<file path="src/common/oramPkg.sv">
// ----------------------------------------
// ORAM backend package
// Tree geometry, DRAM port widths, codes
// ----------------------------------------
package oramPkg;

	// ----------------------------------------
	// Tree geometry
	// ----------------------------------------

	// Leaf bits, tree has OramL+1 levels
	localparam int OramL = 3;
	localparam int NumLevels = OramL + 1;
	localparam int NumBuckets = (1 << NumLevels) - 1;

	// DRAM words per bucket
	localparam int BucketBursts = 2;
	localparam int TreeWords = NumBuckets * BucketBursts;
	localparam int PathWords = NumLevels * BucketBursts;

	// Counter widths
	localparam int InitCntWidth = $clog2(TreeWords + 1);
	localparam int LevelWidth = (NumLevels > 1) ? $clog2(NumLevels) : 1;
	localparam int BurstWidth = (BucketBursts > 1) ? $clog2(BucketBursts) : 1;

	// ----------------------------------------
	// DRAM port
	// ----------------------------------------

	localparam int DdrAWidth = 16;
	localparam int DdrDWidth = 64;
	localparam int DdrMWidth = 8;
	localparam int DdrCWidth = 3;

	// Frontend command width
	localparam int BeCmdWidth = 1;

	typedef logic [OramL-1:0] leafT;
	typedef logic [3:0] bucketT;
	typedef logic [DdrAWidth-1:0] ddrAddrT;
	typedef logic [DdrDWidth-1:0] ddrDataT;
	typedef logic [DdrMWidth-1:0] ddrMaskT;
	typedef logic [DdrCWidth-1:0] ddrCmdT;
	typedef logic [BeCmdWidth-1:0] beCmdT;

	// DRAM command codes
	localparam ddrCmdT DdrCmdWrite = 3'd0;
	localparam ddrCmdT DdrCmdRead = 3'd1;

	// Frontend command codes
	localparam beCmdT BeCmdReadPath = 1'b0;
	localparam beCmdT BeCmdWritePath = 1'b1;

	// Backend control FSM
	typedef enum logic {
		StInitialize,
		StNormal
	} backendStateT;

endpackage

</file>
<file path="src/hw/addrGen/pathAddrGen.sv">
// ----------------------------------------
// Path address generator
// One DRAM command per word, root to leaf
// ----------------------------------------
`timescale 1ns/10ps

module pathAddrGen import oramPkg::*; (
	input  logic    Clock,
	input  logic    rstN,

	// Held idle until initialization ends
	input  logic    Normal,

	// Frontend command
	input  beCmdT   InCommand,
	input  leafT    InLeaf,
	input  logic    InCommandValid,
	output logic    InCommandReady,

	// DRAM command
	output ddrAddrT GenCommandAddress,
	output ddrCmdT  GenCommand,
	output logic    GenCommandValid,
	input  logic    GenCommandReady
);

	// ----------------------------------------
	// Path walk state
	// ----------------------------------------

	logic                  busy;
	leafT                  leafQ;
	ddrCmdT                cmdQ;
	logic [LevelWidth-1:0] level;
	logic [BurstWidth-1:0] burst;

	logic                  accept;
	logic                  issue;
	logic                  lastBurst;
	logic                  lastLevel;

	// Bucket index pieces
	bucketT                levelBase;
	bucketT                leafPart;
	bucketT                bucket;

	assign accept = InCommandValid & InCommandReady;
	assign issue = GenCommandValid & GenCommandReady;

	assign lastBurst = (burst == BurstWidth'(BucketBursts - 1));
	assign lastLevel = (level == LevelWidth'(NumLevels - 1));

	always_ff @(posedge Clock or negedge rstN) begin
		if (!rstN) begin
			busy <= 1'b0;
			level <= '0;
			burst <= '0;
		end else if (accept) begin
			busy <= 1'b1;
			level <= '0;
			burst <= '0;
		end else if (issue) begin
			if (lastBurst) begin
				burst <= '0;
				// Leaf bucket done, path complete
				if (lastLevel) begin
					busy <= 1'b0;
				end else begin
					level <= level + 1'b1;
				end
			end else begin
				burst <= burst + 1'b1;
			end
		end
	end

	// Leaf and code kept for the whole path
	always_ff @(posedge Clock) begin
		if (accept) begin
			leafQ <= InLeaf;
			cmdQ <= (InCommand == BeCmdWritePath) ? DdrCmdWrite : DdrCmdRead;
		end
	end

	// ----------------------------------------
	// Address
	// ----------------------------------------

	// First bucket of level d is 2^d - 1
	assign levelBase = (bucketT'(1) << level) - bucketT'(1);
	// Top d bits of the leaf pick the bucket on that level
	assign leafPart = bucketT'(leafQ) >> (OramL - int'(level));
	assign bucket = levelBase + leafPart;

	assign GenCommandAddress = ddrAddrT'(bucket) * ddrAddrT'(BucketBursts)
		+ ddrAddrT'(burst);
	assign GenCommand = cmdQ;
	assign GenCommandValid = busy;

	// Accept a new path only when idle
	assign InCommandReady = Normal & ~busy;

endmodule

</file>
<file path="src/hw/backend/backendControl.sv">
// ----------------------------------------
// Backend control
// Init/Normal FSM and DRAM port muxing
// ----------------------------------------
`timescale 1ns/10ps

module backendControl import oramPkg::*; (
	input  logic    Clock,
	input  logic    rstN,

	input  logic    InitDone,
	output logic    Normal,

	// Initializer side
	input  ddrAddrT InitCommandAddress,
	input  logic    InitCommandValid,
	output logic    InitCommandReady,
	input  ddrDataT InitWriteData,
	input  ddrMaskT InitWriteMask,
	input  logic    InitWriteDataValid,
	output logic    InitWriteDataReady,

	// Address generator side
	input  ddrAddrT GenCommandAddress,
	input  ddrCmdT  GenCommand,
	input  logic    GenCommandValid,
	output logic    GenCommandReady,

	// Frontend write data
	input  ddrDataT LoadData,
	input  logic    LoadValid,
	output logic    LoadReady,

	// DRAM ports
	output ddrAddrT DRAMCommandAddress,
	output ddrCmdT  DRAMCommand,
	output logic    DRAMCommandValid,
	input  logic    DRAMCommandReady,
	output ddrDataT DRAMWriteData,
	output ddrMaskT DRAMWriteMask,
	output logic    DRAMWriteDataValid,
	input  logic    DRAMWriteDataReady
);

	// ----------------------------------------
	// State machine
	// ----------------------------------------

	backendStateT state;
	backendStateT nextState;
	logic         initializing;

	always_ff @(posedge Clock or negedge rstN) begin
		if (!rstN) begin
			state <= StInitialize;
		end else begin
			state <= nextState;
		end
	end

	always_comb begin
		nextState = state;
		case (state)
			// Leave once the tree is zeroed
			StInitialize: if (InitDone) nextState = StNormal;
			default: nextState = state;
		endcase
	end

	assign initializing = (state == StInitialize);
	assign Normal = (state == StNormal);

	// ----------------------------------------
	// Port muxing
	// ----------------------------------------

	// Command port, initializer only writes
	assign DRAMCommandAddress = initializing ? InitCommandAddress : GenCommandAddress;
	assign DRAMCommand = initializing ? DdrCmdWrite : GenCommand;
	assign DRAMCommandValid = initializing ? InitCommandValid : GenCommandValid;

	// Write data, Load stream passes straight through in Normal
	assign DRAMWriteData = initializing ? InitWriteData : LoadData;
	assign DRAMWriteMask = initializing ? InitWriteMask : '0;
	assign DRAMWriteDataValid = initializing ? InitWriteDataValid : LoadValid;

	// Inactive source never sees ready
	assign InitCommandReady = DRAMCommandReady & initializing;
	assign GenCommandReady = DRAMCommandReady & Normal;
	assign InitWriteDataReady = DRAMWriteDataReady & initializing;
	assign LoadReady = DRAMWriteDataReady & Normal;

endmodule

</file>
<file path="src/hw/backend/pathOramBackend.sv">
// ----------------------------------------
// Path ORAM backend top
// Tree init and path address generation
// ----------------------------------------
`timescale 1ns/10ps

module pathOramBackend import oramPkg::*; (
	input  logic    Clock,
	input  logic    rstN,

	// Frontend
	input  beCmdT   InCommand,
	input  leafT    InLeaf,
	input  logic    InCommandValid,
	output logic    InCommandReady,
	input  ddrDataT LoadData,
	input  logic    LoadValid,
	output logic    LoadReady,

	// DRAM
	output ddrAddrT DRAMCommandAddress,
	output ddrCmdT  DRAMCommand,
	output logic    DRAMCommandValid,
	input  logic    DRAMCommandReady,
	// Read return is not consumed yet
	input  ddrDataT DRAMReadData,
	input  logic    DRAMReadDataValid,
	output ddrDataT DRAMWriteData,
	output ddrMaskT DRAMWriteMask,
	output logic    DRAMWriteDataValid,
	input  logic    DRAMWriteDataReady
);

	// ----------------------------------------
	// Internal wires
	// ----------------------------------------

	// Initializer
	ddrAddrT initCommandAddress;
	logic    initCommandValid;
	logic    initCommandReady;
	ddrDataT initWriteData;
	ddrMaskT initWriteMask;
	logic    initWriteDataValid;
	logic    initWriteDataReady;
	logic    initDone;

	// Address generator
	ddrAddrT genCommandAddress;
	ddrCmdT  genCommand;
	logic    genCommandValid;
	logic    genCommandReady;
	logic    normal;

	dramInitializer dramInit (
		.Clock(Clock),
		.rstN(rstN),
		.InitCommandAddress(initCommandAddress),
		.InitCommandValid(initCommandValid),
		.InitCommandReady(initCommandReady),
		.InitWriteData(initWriteData),
		.InitWriteMask(initWriteMask),
		.InitWriteDataValid(initWriteDataValid),
		.InitWriteDataReady(initWriteDataReady),
		.InitDone(initDone)
	);

	pathAddrGen addrGen (
		.Clock(Clock),
		.rstN(rstN),
		.Normal(normal),
		.InCommand(InCommand),
		.InLeaf(InLeaf),
		.InCommandValid(InCommandValid),
		.InCommandReady(InCommandReady),
		.GenCommandAddress(genCommandAddress),
		.GenCommand(genCommand),
		.GenCommandValid(genCommandValid),
		.GenCommandReady(genCommandReady)
	);

	backendControl control (
		.Clock(Clock),
		.rstN(rstN),
		.InitDone(initDone),
		.Normal(normal),
		.InitCommandAddress(initCommandAddress),
		.InitCommandValid(initCommandValid),
		.InitCommandReady(initCommandReady),
		.InitWriteData(initWriteData),
		.InitWriteMask(initWriteMask),
		.InitWriteDataValid(initWriteDataValid),
		.InitWriteDataReady(initWriteDataReady),
		.GenCommandAddress(genCommandAddress),
		.GenCommand(genCommand),
		.GenCommandValid(genCommandValid),
		.GenCommandReady(genCommandReady),
		.LoadData(LoadData),
		.LoadValid(LoadValid),
		.LoadReady(LoadReady),
		.DRAMCommandAddress(DRAMCommandAddress),
		.DRAMCommand(DRAMCommand),
		.DRAMCommandValid(DRAMCommandValid),
		.DRAMCommandReady(DRAMCommandReady),
		.DRAMWriteData(DRAMWriteData),
		.DRAMWriteMask(DRAMWriteMask),
		.DRAMWriteDataValid(DRAMWriteDataValid),
		.DRAMWriteDataReady(DRAMWriteDataReady)
	);

endmodule

</file>
<file path="src/hw/dramInit/dramInitializer.sv">
// ----------------------------------------
// DRAM initializer
// Zeroes every bucket word of the tree
// ----------------------------------------
`timescale 1ns/10ps

module dramInitializer import oramPkg::*; (
	input  logic    Clock,
	input  logic    rstN,

	// Command stream, always a write
	output ddrAddrT InitCommandAddress,
	output logic    InitCommandValid,
	input  logic    InitCommandReady,

	// Zero data stream
	output ddrDataT InitWriteData,
	output ddrMaskT InitWriteMask,
	output logic    InitWriteDataValid,
	input  logic    InitWriteDataReady,

	output logic    InitDone
);

	// ----------------------------------------
	// Stream counters
	// ----------------------------------------

	// Index 0 is the command stream, index 1 the data stream
	logic [InitCntWidth-1:0] wordCount [2];
	logic [1:0]              streamValid;
	logic [1:0]              streamReady;
	logic [1:0]              streamDone;

	assign streamReady = {InitWriteDataReady, InitCommandReady};

	for (genvar s = 0; s < 2; s++) begin : genStream

		// Counter saturates at TreeWords
		assign streamDone[s] = (wordCount[s] == InitCntWidth'(TreeWords));

		always_ff @(posedge Clock or negedge rstN) begin
			if (!rstN) begin
				wordCount[s] <= '0;
				streamValid[s] <= 1'b0;
			end else if (!streamValid[s]) begin
				// Start once after reset
				// never again after the last word
				if (wordCount[s] == '0) begin
					streamValid[s] <= 1'b1;
				end
			end else if (streamReady[s]) begin
				wordCount[s] <= wordCount[s] + 1'b1;
				// Last word of the tree
				if (wordCount[s] == InitCntWidth'(TreeWords - 1)) begin
					streamValid[s] <= 1'b0;
				end
			end
		end

	end

	// ----------------------------------------
	// Outputs
	// ----------------------------------------

	// Address walks 0 .. TreeWords-1
	assign InitCommandAddress = ddrAddrT'(wordCount[0]);
	assign InitCommandValid = streamValid[0];

	// Empty tree is all zero, nothing masked
	assign InitWriteData = '0;
	assign InitWriteMask = '0;
	assign InitWriteDataValid = streamValid[1];

	// Both counters stay saturated, so this holds
	assign InitDone = &streamDone;

endmodule

</file>
<file path="config.mk">
export PLATFORM = sky130hd
export DESIGN_NAME = pathOramBackend
export DESIGN_NICKNAME = d
export VERILOG_FILES = /design/src/common/oramPkg.sv /design/src/hw/addrGen/pathAddrGen.sv /design/src/hw/backend/backendControl.sv /design/src/hw/backend/pathOramBackend.sv /design/src/hw/dramInit/dramInitializer.sv
export SDC_FILE = /design/constraint.sdc
export NUM_CORES = 1
export LEC_CHECK = 0
export CAP_MARGIN = 0
export CORE_AREA = 5 5 87 89
export DETAILED_ROUTE_END_ITERATION = 12
export DIE_AREA = 0 0 92 94
export DONT_BUFFER_PORTS = 1
export GPL_ROUTABILITY_DRIVEN = 1
export PLACE_DENSITY = 0.48
export SLEW_MARGIN = 15
export SYNTH_ARGS = -nofsm -noshare
export SYNTH_HDL_FRONTEND = slang
export SYNTH_SLANG_ARGS = --single-unit
</file>
<file path="constraint.sdc">
create_clock -name Clock -period 2.29 [get_ports Clock]
set_input_delay 0.458 -clock Clock [delete_from_list [all_inputs] [get_ports Clock]]
set_output_delay 0.458 -clock Clock [all_outputs]
set_load 0.02 [all_outputs]
</file>
==> metrics.cfg, run 1 <==
[run_status]
status=complete, but fails checks
violations=setup timing

[clocking]
cts-root-buf=clkbuf_8
cts_htree_levels=1
numClockSinks=21
clkTransAtPathRegs_ps=70
insertion_delay_ps=250
cts.path.max_buffers=2
cts_buffers=3
cts_tree=built

[yosys]
ys_top_cells_by_area=dfrtp_1, and2_1, ha_1
synth_seq_area_share_pct=29.0
ys_types=32
synthCells=213
synth_most_common_cell=and2_1
synth-edff-count=4
ys_seq_elements=21
async_reset_ff_share_pct=81.0
synth_top_cell_area_share_pct=22.7
synthTopCellsByCount=and2_1, buf_4, dfrtp_1
syn-cell-area_um2=1880
synth_top_cell_by_area=dfrtp_1
synth_area_per_cell_um2=8.82
ys.flop_type=dfrtp_1
yosysWarnings=0

[sta]
max_freq_mhz=379
finalMaxSlewViolations=0
finalClockSkew_ps=2.74
whs_ps=298
worstMarginPinSlew_ps=782
period_share_pct=115
rsz0062_at_grt=yes
hold_viol=0
setup_viol=2
relSlewSlack_pct=47.7
finalCriticalPeriod_ps=2640
worst_slack_ps=-349

[detailed_routing]
routed-via-count=1366
viasPerCell=4.61
first_iter_violations=13
drc_errors=0
wl_per_cell_um=17.9
finalWirelength_mm=5.31
ant_nets=0
dr.pass1.iters=4

[grt]
grt_pass1_wl_mm=7.20
antenna_found_initial=2
track_usage_pct=10.8
grt_pass1_vias=1294
overflow=0
grt_max_degree=61

[setup_path]
start_kind=flop
crit_required_ps=1830
critPathCaptureType=output pin
cp_max_fo=3
crit_type=reg -> out
cp.arrival_ps=2180

[pwr]
ir_drop_v=0.000460
comb_power_share_pct=43.0
clkPwrFrac_pct=14.8
p_leak_nw=0.897
p_int_uw=891
p_per_area_nw_per_um2=782
p_seq_share_pct=42.2
p_sw_share_pct=43.2
power_switching_uw=678
p_total_mw=1.57

[die]
die_area_um2=8650
fp.dieH_um=94
core-area_um2=6680
pin_count=234
die_x_um=92
row_count=30
initial_core_util_pct=28.1

[finish]
nNetsFinal=371
fillers=706
finalNonFillerCells=296
stdcell_area_um2=2010
syn_to_final_growth_pct=6.80
drive_gt1_share_pct=11.6

[place]
gp_congestion=0.755
dpl.cell_count=289
place_area_um2=1930
dp_hpwl_mm=4.64
io_buffers=0

[min_path]
hp-class=in -> reg

[run]
max_cap_viol_count=0

## stage by stage
stage	setup slack, ps	TNS [ps]	util, %
2_1_floorplan	-41.9	-41.9	-
3_3_place_gp	-84.9	-107	28.8
3_5_place_dp	-103	-142	28.8
4_1_cts	-376	-690	29.8
5_1_grt	-497	-1020	30.0
6_report	-349	-681	30.0
## cell usage in the layout (no fill, tap or decap), types with 2 or more instances in the layout
master	synthesis	final
dfrtp_1	17	15
mux2_4	0	3
nor4b_1	2	2
nand4_1	5	5
xnor2_1	10	10
conb_1	1	21
edfxtp_1	4	4
and2_1	66	66
o21ai_0	4	4
and3_1	2	2
and3b_1	2	2
inv_1	13	11
mux2_2	5	2
a31oi_1	3	3
mux2i_1	5	5
nand2_1	13	13
inv_2	0	2
dfrtp_2	0	2
clkbuf_8	0	3
ha_1	15	13
buf_4	21	8
nor2_1	4	4
## logic make-up (layout without fill, tap and decap cells)
family                   Yosys count  after routing  synth area share [%]
multiplexers                      10             10                  5.66
flip-flops                        21             21                  29.0
buffers and inverters             45             27                  14.1
XOR/XNOR                          10             10                  4.66
other                              1             22                 0.200
AO/OA/AOI/OAI                     12             12                  4.13
adder cells (fa/ha/maj)           16             16                  11.1
AND/OR/NAND/NOR                   98             98                  31.1
## layout make-up
cell class | instances | area [µm²] | share of cell area (%)
Inverter | 13 | 48.8 | 2.43
Antenna cell | 1 | 2.50 | 0.125
Multi-Input combinational cell | 167 | 1170 | 58.4
Timing Repair Buffer | 10 | 90.1 | 4.49
Tap cell | 80 | 100 | 4.99
Sequential cell | 21 | 548 | 27.3
Clock buffer | 4 | 45.0 | 2.25
## registers in the layout, indices dropped and copies added, names as in the netlist
name and flops:
dramInit.InitCommandAddress 5, dramInit.wordCount 5, addrGen.leafQ 3, addrGen.level 2, addrGen.GenCommandValid 1, addrGen.GenCommand 1, addrGen.burst 1, control.Normal 1
dramInit.InitCommandValid 1, dramInit.InitWriteDataValid 1
## metal layers
metal | wire length, µm | vias to the layer above | track usage (%)
li1 | - | 641 | -
met1 | 2180 | 631 | 13.9
met2 | 2580 | 90 | 17.8
met3 | 490 | 4 | 2.96
met4 | 55 | 0 | 2.97
met5 | 0 | - | 0
## critical path, stage by stage, from the launching register on
cell and delay [ps]:
dfrtp_2 420, mux2i_1 150, nor2_1 50, a31oi_1 160, ha_2 200, inv_2 40, ha_4 150, fa_2 330
xnor2_1 130, mux2_4 300
## power by group through the flow
stage	Clock [mW]	Sequential, mW	Combinational [mW]
final	0.232	0.662	0.675
after global routing	0.259	0.685	0.759
after CTS	0.241	0.663	0.681
after detailed placement	0	0.671	0.668
after global placement	0	0.670	0.666
after floorplan	0	0.614	0.617
## repair_timing
item / 4_1_cts / 5_1_grt
pin swaps: 0 / 2
endpoints found under the hold margin: 17 / 0
gates resized for setup: 2 / 1
hold buffers: 1 / 0
setup buffers: 0 / 1
endpoints found under the setup margin: 3 / 3
## path summary, 6_finish.rpt
path                                                   startpoint                           endpoint  slack, ps  cells after the start
max in group asynchronous                                    rstN       addrGen.level[1]$_DFFE_PN0P_       1030                      1
worst max-delay path                 addrGen.level[1]$_DFFE_PN0P_              DRAMCommandAddress[4]       -350                      9
worst min-delay path                                    InLeaf[1]         addrGen.leafQ[1]$_DFFE_PP_        300                      0
worst max register to register           control.Normal$_DFF_PN0_  dramInit.wordCount[3]$_DFFE_PN0P_        730                      4
worst min register to register  dramInit.wordCount[4]$_DFFE_PN0P_  dramInit.wordCount[4]$_DFFE_PN0P_        500                      1
min in group asynchronous                                    rstN  dramInit.wordCount[1]$_DFFE_PN0P_        720                      1
Note: power is estimated with default switching activity, not from simulation.
==> run 2, diff against run 1 <==
--- a/config.mk
+++ b/config.mk
@@ -6,13 +6,14 @@
 export NUM_CORES = 1
 export LEC_CHECK = 0
 export CAP_MARGIN = 0
-export CORE_AREA = 5 5 87 89
+export CORE_MARGIN = 5
+export CORE_UTILIZATION = 41
 export DETAILED_ROUTE_END_ITERATION = 12
-export DIE_AREA = 0 0 92 94
 export DONT_BUFFER_PORTS = 1
 export GPL_ROUTABILITY_DRIVEN = 1
-export PLACE_DENSITY = 0.48
+export PLACE_DENSITY = 0.62
 export SLEW_MARGIN = 15
 export SYNTH_ARGS = -nofsm -noshare
 export SYNTH_HDL_FRONTEND = slang
+export SYNTH_HIERARCHICAL = 1
 export SYNTH_SLANG_ARGS = --single-unit
==> metrics.cfg, run 2 <==
[clocking]
cts_tree=built
cts-root-buf=clkbuf_8
insertion_delay_ps=260  ; about the same
cts_buffers=3  ; unchanged
numClockSinks=21  ; unchanged
cts_setup_buffers=0  ; unchanged
clkTransAtPathRegs_ps=80  ; about the same
cts_htree_levels=1  ; unchanged
cts.path.max_buffers=2  ; unchanged

[finish]
diodes=0  ; -1
final_cell_mix=conb_1, mux2_2, dfrtp_1
drive_gt1_share_pct=32.6  ; +21 points
syn_to_final_growth_pct=-7.89
final_common_cell=conb_1
final_util_pct=39.1  ; +9.1 points
nNetsFinal=469  ; +26%

[sta]
finalCriticalPeriod_ps=2740  ; +103 ps
whs_ps=287  ; -11.9 ps
worstMarginPinSlew_ps=806  ; +24.3 ps
finalClockSkew_ps=5.69  ; +2.95 ps
hold_viol=0  ; unchanged
setup_viol=2  ; unchanged
relSlewSlack_pct=46.1  ; -1.6 points
period_share_pct=120  ; +4.5 points
rsz0062_at_grt=yes
worst_slack_ps=-452  ; -103 ps
finalMaxSlewViolations=0  ; unchanged
max_freq_mhz=365  ; -3.8%

[pwr]
ir_drop_v=0.000572  ; +24%
p_leak_nw=1.28  ; +43%
p_per_area_nw_per_um2=717  ; -8.3%
p_total_mw=2.04  ; +30%

[detailed_routing]
drc_errors=0  ; unchanged
finalWirelength_mm=5.93  ; +12%
first_iter_violations=23  ; +10
viasPerCell=4.26  ; -7.6%
wl_per_cell_um=14.4  ; -20%
ant_nets=0  ; unchanged
dr.pass1.iters=4  ; unchanged
routed-via-count=1756  ; +29%

[run]
max_cap_viol_count=0  ; unchanged

[yosys]
synthTopCellsByCount=buf_4, mux2_2, dfrtp_1
synth_area_per_cell_um2=9.58  ; +8.6%
synthCells=323  ; +52%
synth_seq_area_share_pct=17.6  ; -11 points
yosysWarnings=6  ; +6
async_reset_ff_share_pct=81.0  ; unchanged
synth_top_cell_by_area=mux2_2
ys_types=29  ; -9.4%
synth_top_cell_area_share_pct=28.8  ; +6.1 points
syn-cell-area_um2=3090  ; +65%
ys.flop_type=dfrtp_1
synth_most_common_cell=buf_4
synth-edff-count=4  ; unchanged
ys_top_cells_by_area=mux2_2, buf_4, dfrtp_1
ys_seq_elements=21  ; unchanged

[setup_path]
critPathCaptureType=output pin
cp.arrival_ps=2280  ; +100 ps
crit_required_ps=1830  ; about the same
start_kind=flop
crit_type=reg -> out
cp_max_fo=5  ; +2

[place]
dp_hpwl_mm=4.84  ; +4.4%
gp_congestion=0.808  ; +7.0%
io_buffers=0  ; unchanged
dp_worst_setup_slack_ps=-189  ; -86.2 ps

[grt]
grt_pass1_vias=1867  ; +44%
use_met3_pct=3.24  ; +0.27 points
overflow=0  ; unchanged
busiest_layer=met2
track_usage_pct=12.1  ; +1.3 points
antenna_found_initial=0  ; -2
grt_max_degree=40  ; -34%
grt_pass1_wl_mm=9.81  ; +36%
globalRouteMet2Util_pct=23.2  ; +5.5 points
met1_usage_pct=13.4  ; -0.56 points

[die]
die_x_um=96.9  ; +5.3%
core-area_um2=7290  ; +9.1%
pin_count=234  ; unchanged
die_area_um2=9380  ; +8.5%
row_count=31  ; +3.3%
initial_core_util_pct=42.4  ; +14 points
fp.dieH_um=96.9  ; +3.1%

[min_path]
hp-class=in -> reg

[run_status]
status=complete, but fails checks
violations=setup timing

[run 2: cell types whose count changed in the layout (fill, tap and decap cells not counted), moves of 3 or more]
cell / change
mux2_2: +74
buf_4: -3
nor2b_1: +10
mux2_4: +4
nor2_1: +3
nand4_1: +3
and2_1: -57
conb_1: +75
mux2i_1: -3
nand2_1: -4
[run 2: power by group]
| part | switching [mW] | internal [mW] | total, mW | leakage (nW) |
|---|---|---|---|---|
| clock | 0.121 | 0.121 | 0.242 | 0.0255 |
| combinational | 0.652 | 0.462 | 1.11 | 1.02 |
| sequential | 0.187 | 0.501 | 0.687 | 0.234 |
[run 2: path summary, 6_finish.rpt]
| check | slack [ps] | from | end | cells past startpoint |
|---|---|---|---|---|
| max reg2reg | 660 | control/Normal$_DFF_PN0_ | addrGen/GenCommand[0]$_DFFE_PP_ | 2 |
| max in group asynchronous | 970 | rstN | control/Normal$_DFF_PN0_ | 1 |
| min reg2reg | 540 | dramInit/wordCount[4]$_DFFE_PN0P_ | dramInit/wordCount[4]$_DFFE_PN0P_ | 1 |
| min in group asynchronous | 730 | rstN | dramInit/InitCommandValid$_DFF_PN0_ | 1 |
| max | -450 | addrGen/level[0]$_DFFE_PN0P_ | DRAMCommandAddress[4] | 11 |
| min | 290 | InLeaf[1] | addrGen/leafQ[1]$_DFFE_PP_ | 0 |
[run 2: cells by family (layout without fill, tap and decap cells)]
family | count (synthesis) | count (layout) | share of synthesized area [%]
flops | 21 | 21 | 17.6
mux | 85 | 85 | 31.3
buf+inv | 130 | 26 | 30.7
fa+ha+maj | 16 | 16 | 6.71
other cells | 2 | 96 | 0.243
simple gates | 47 | 47 | 8.25
compound gates | 10 | 10 | 1.78
xor+xnor | 12 | 12 | 3.40
[run 2: final cells by class]
type	instances	area [µm²]
multi-input cells	266	1980
clock buffers	3	41.3
fillers	751	4440
well taps	99	124
inverters	13	48.8
clock inverters	1	5.00
flip-flops and latches	21	551
repair buffers	9	98.8
[run 2: worst max-delay path, cell delays in order, from the launching register on]
cell	delay (ps)
dfrtp_1	380
inv_1	140
ha_1	170
inv_1	40
ha_2	160
inv_2	60
ha_4	120
inv_2	30
fa_2	320
xor2_1	160
xnor2_1	120
mux2_4	300
[run 2: what timing repair did]
action	4_1_cts	5_1_grt
endpoints found under the hold margin	17	0
gates cloned	0	0
endpoints found under the setup margin	3	3
gates resized for setup	6	1
hold buffers	1	0
[run 2: stage by stage]
step | instances | area, µm² | TNS, ps
6_report | 412 | 2850 | -830
2_1_floorplan | 417 | 3470 | -287
5_1_grt | 412 | 2850 | -1110
3_3_place_gp | 407 | 2770 | -280
4_1_cts | 412 | 2850 | -925
3_5_place_dp | 407 | 2770 | -303
[run 2: routing by layer]
metal  vias up  share of wire [%]
met5         -                  0
li1        855                  -
met2        95                 52
met1       802                 40
met4         0               0.52
met3         4                7.4
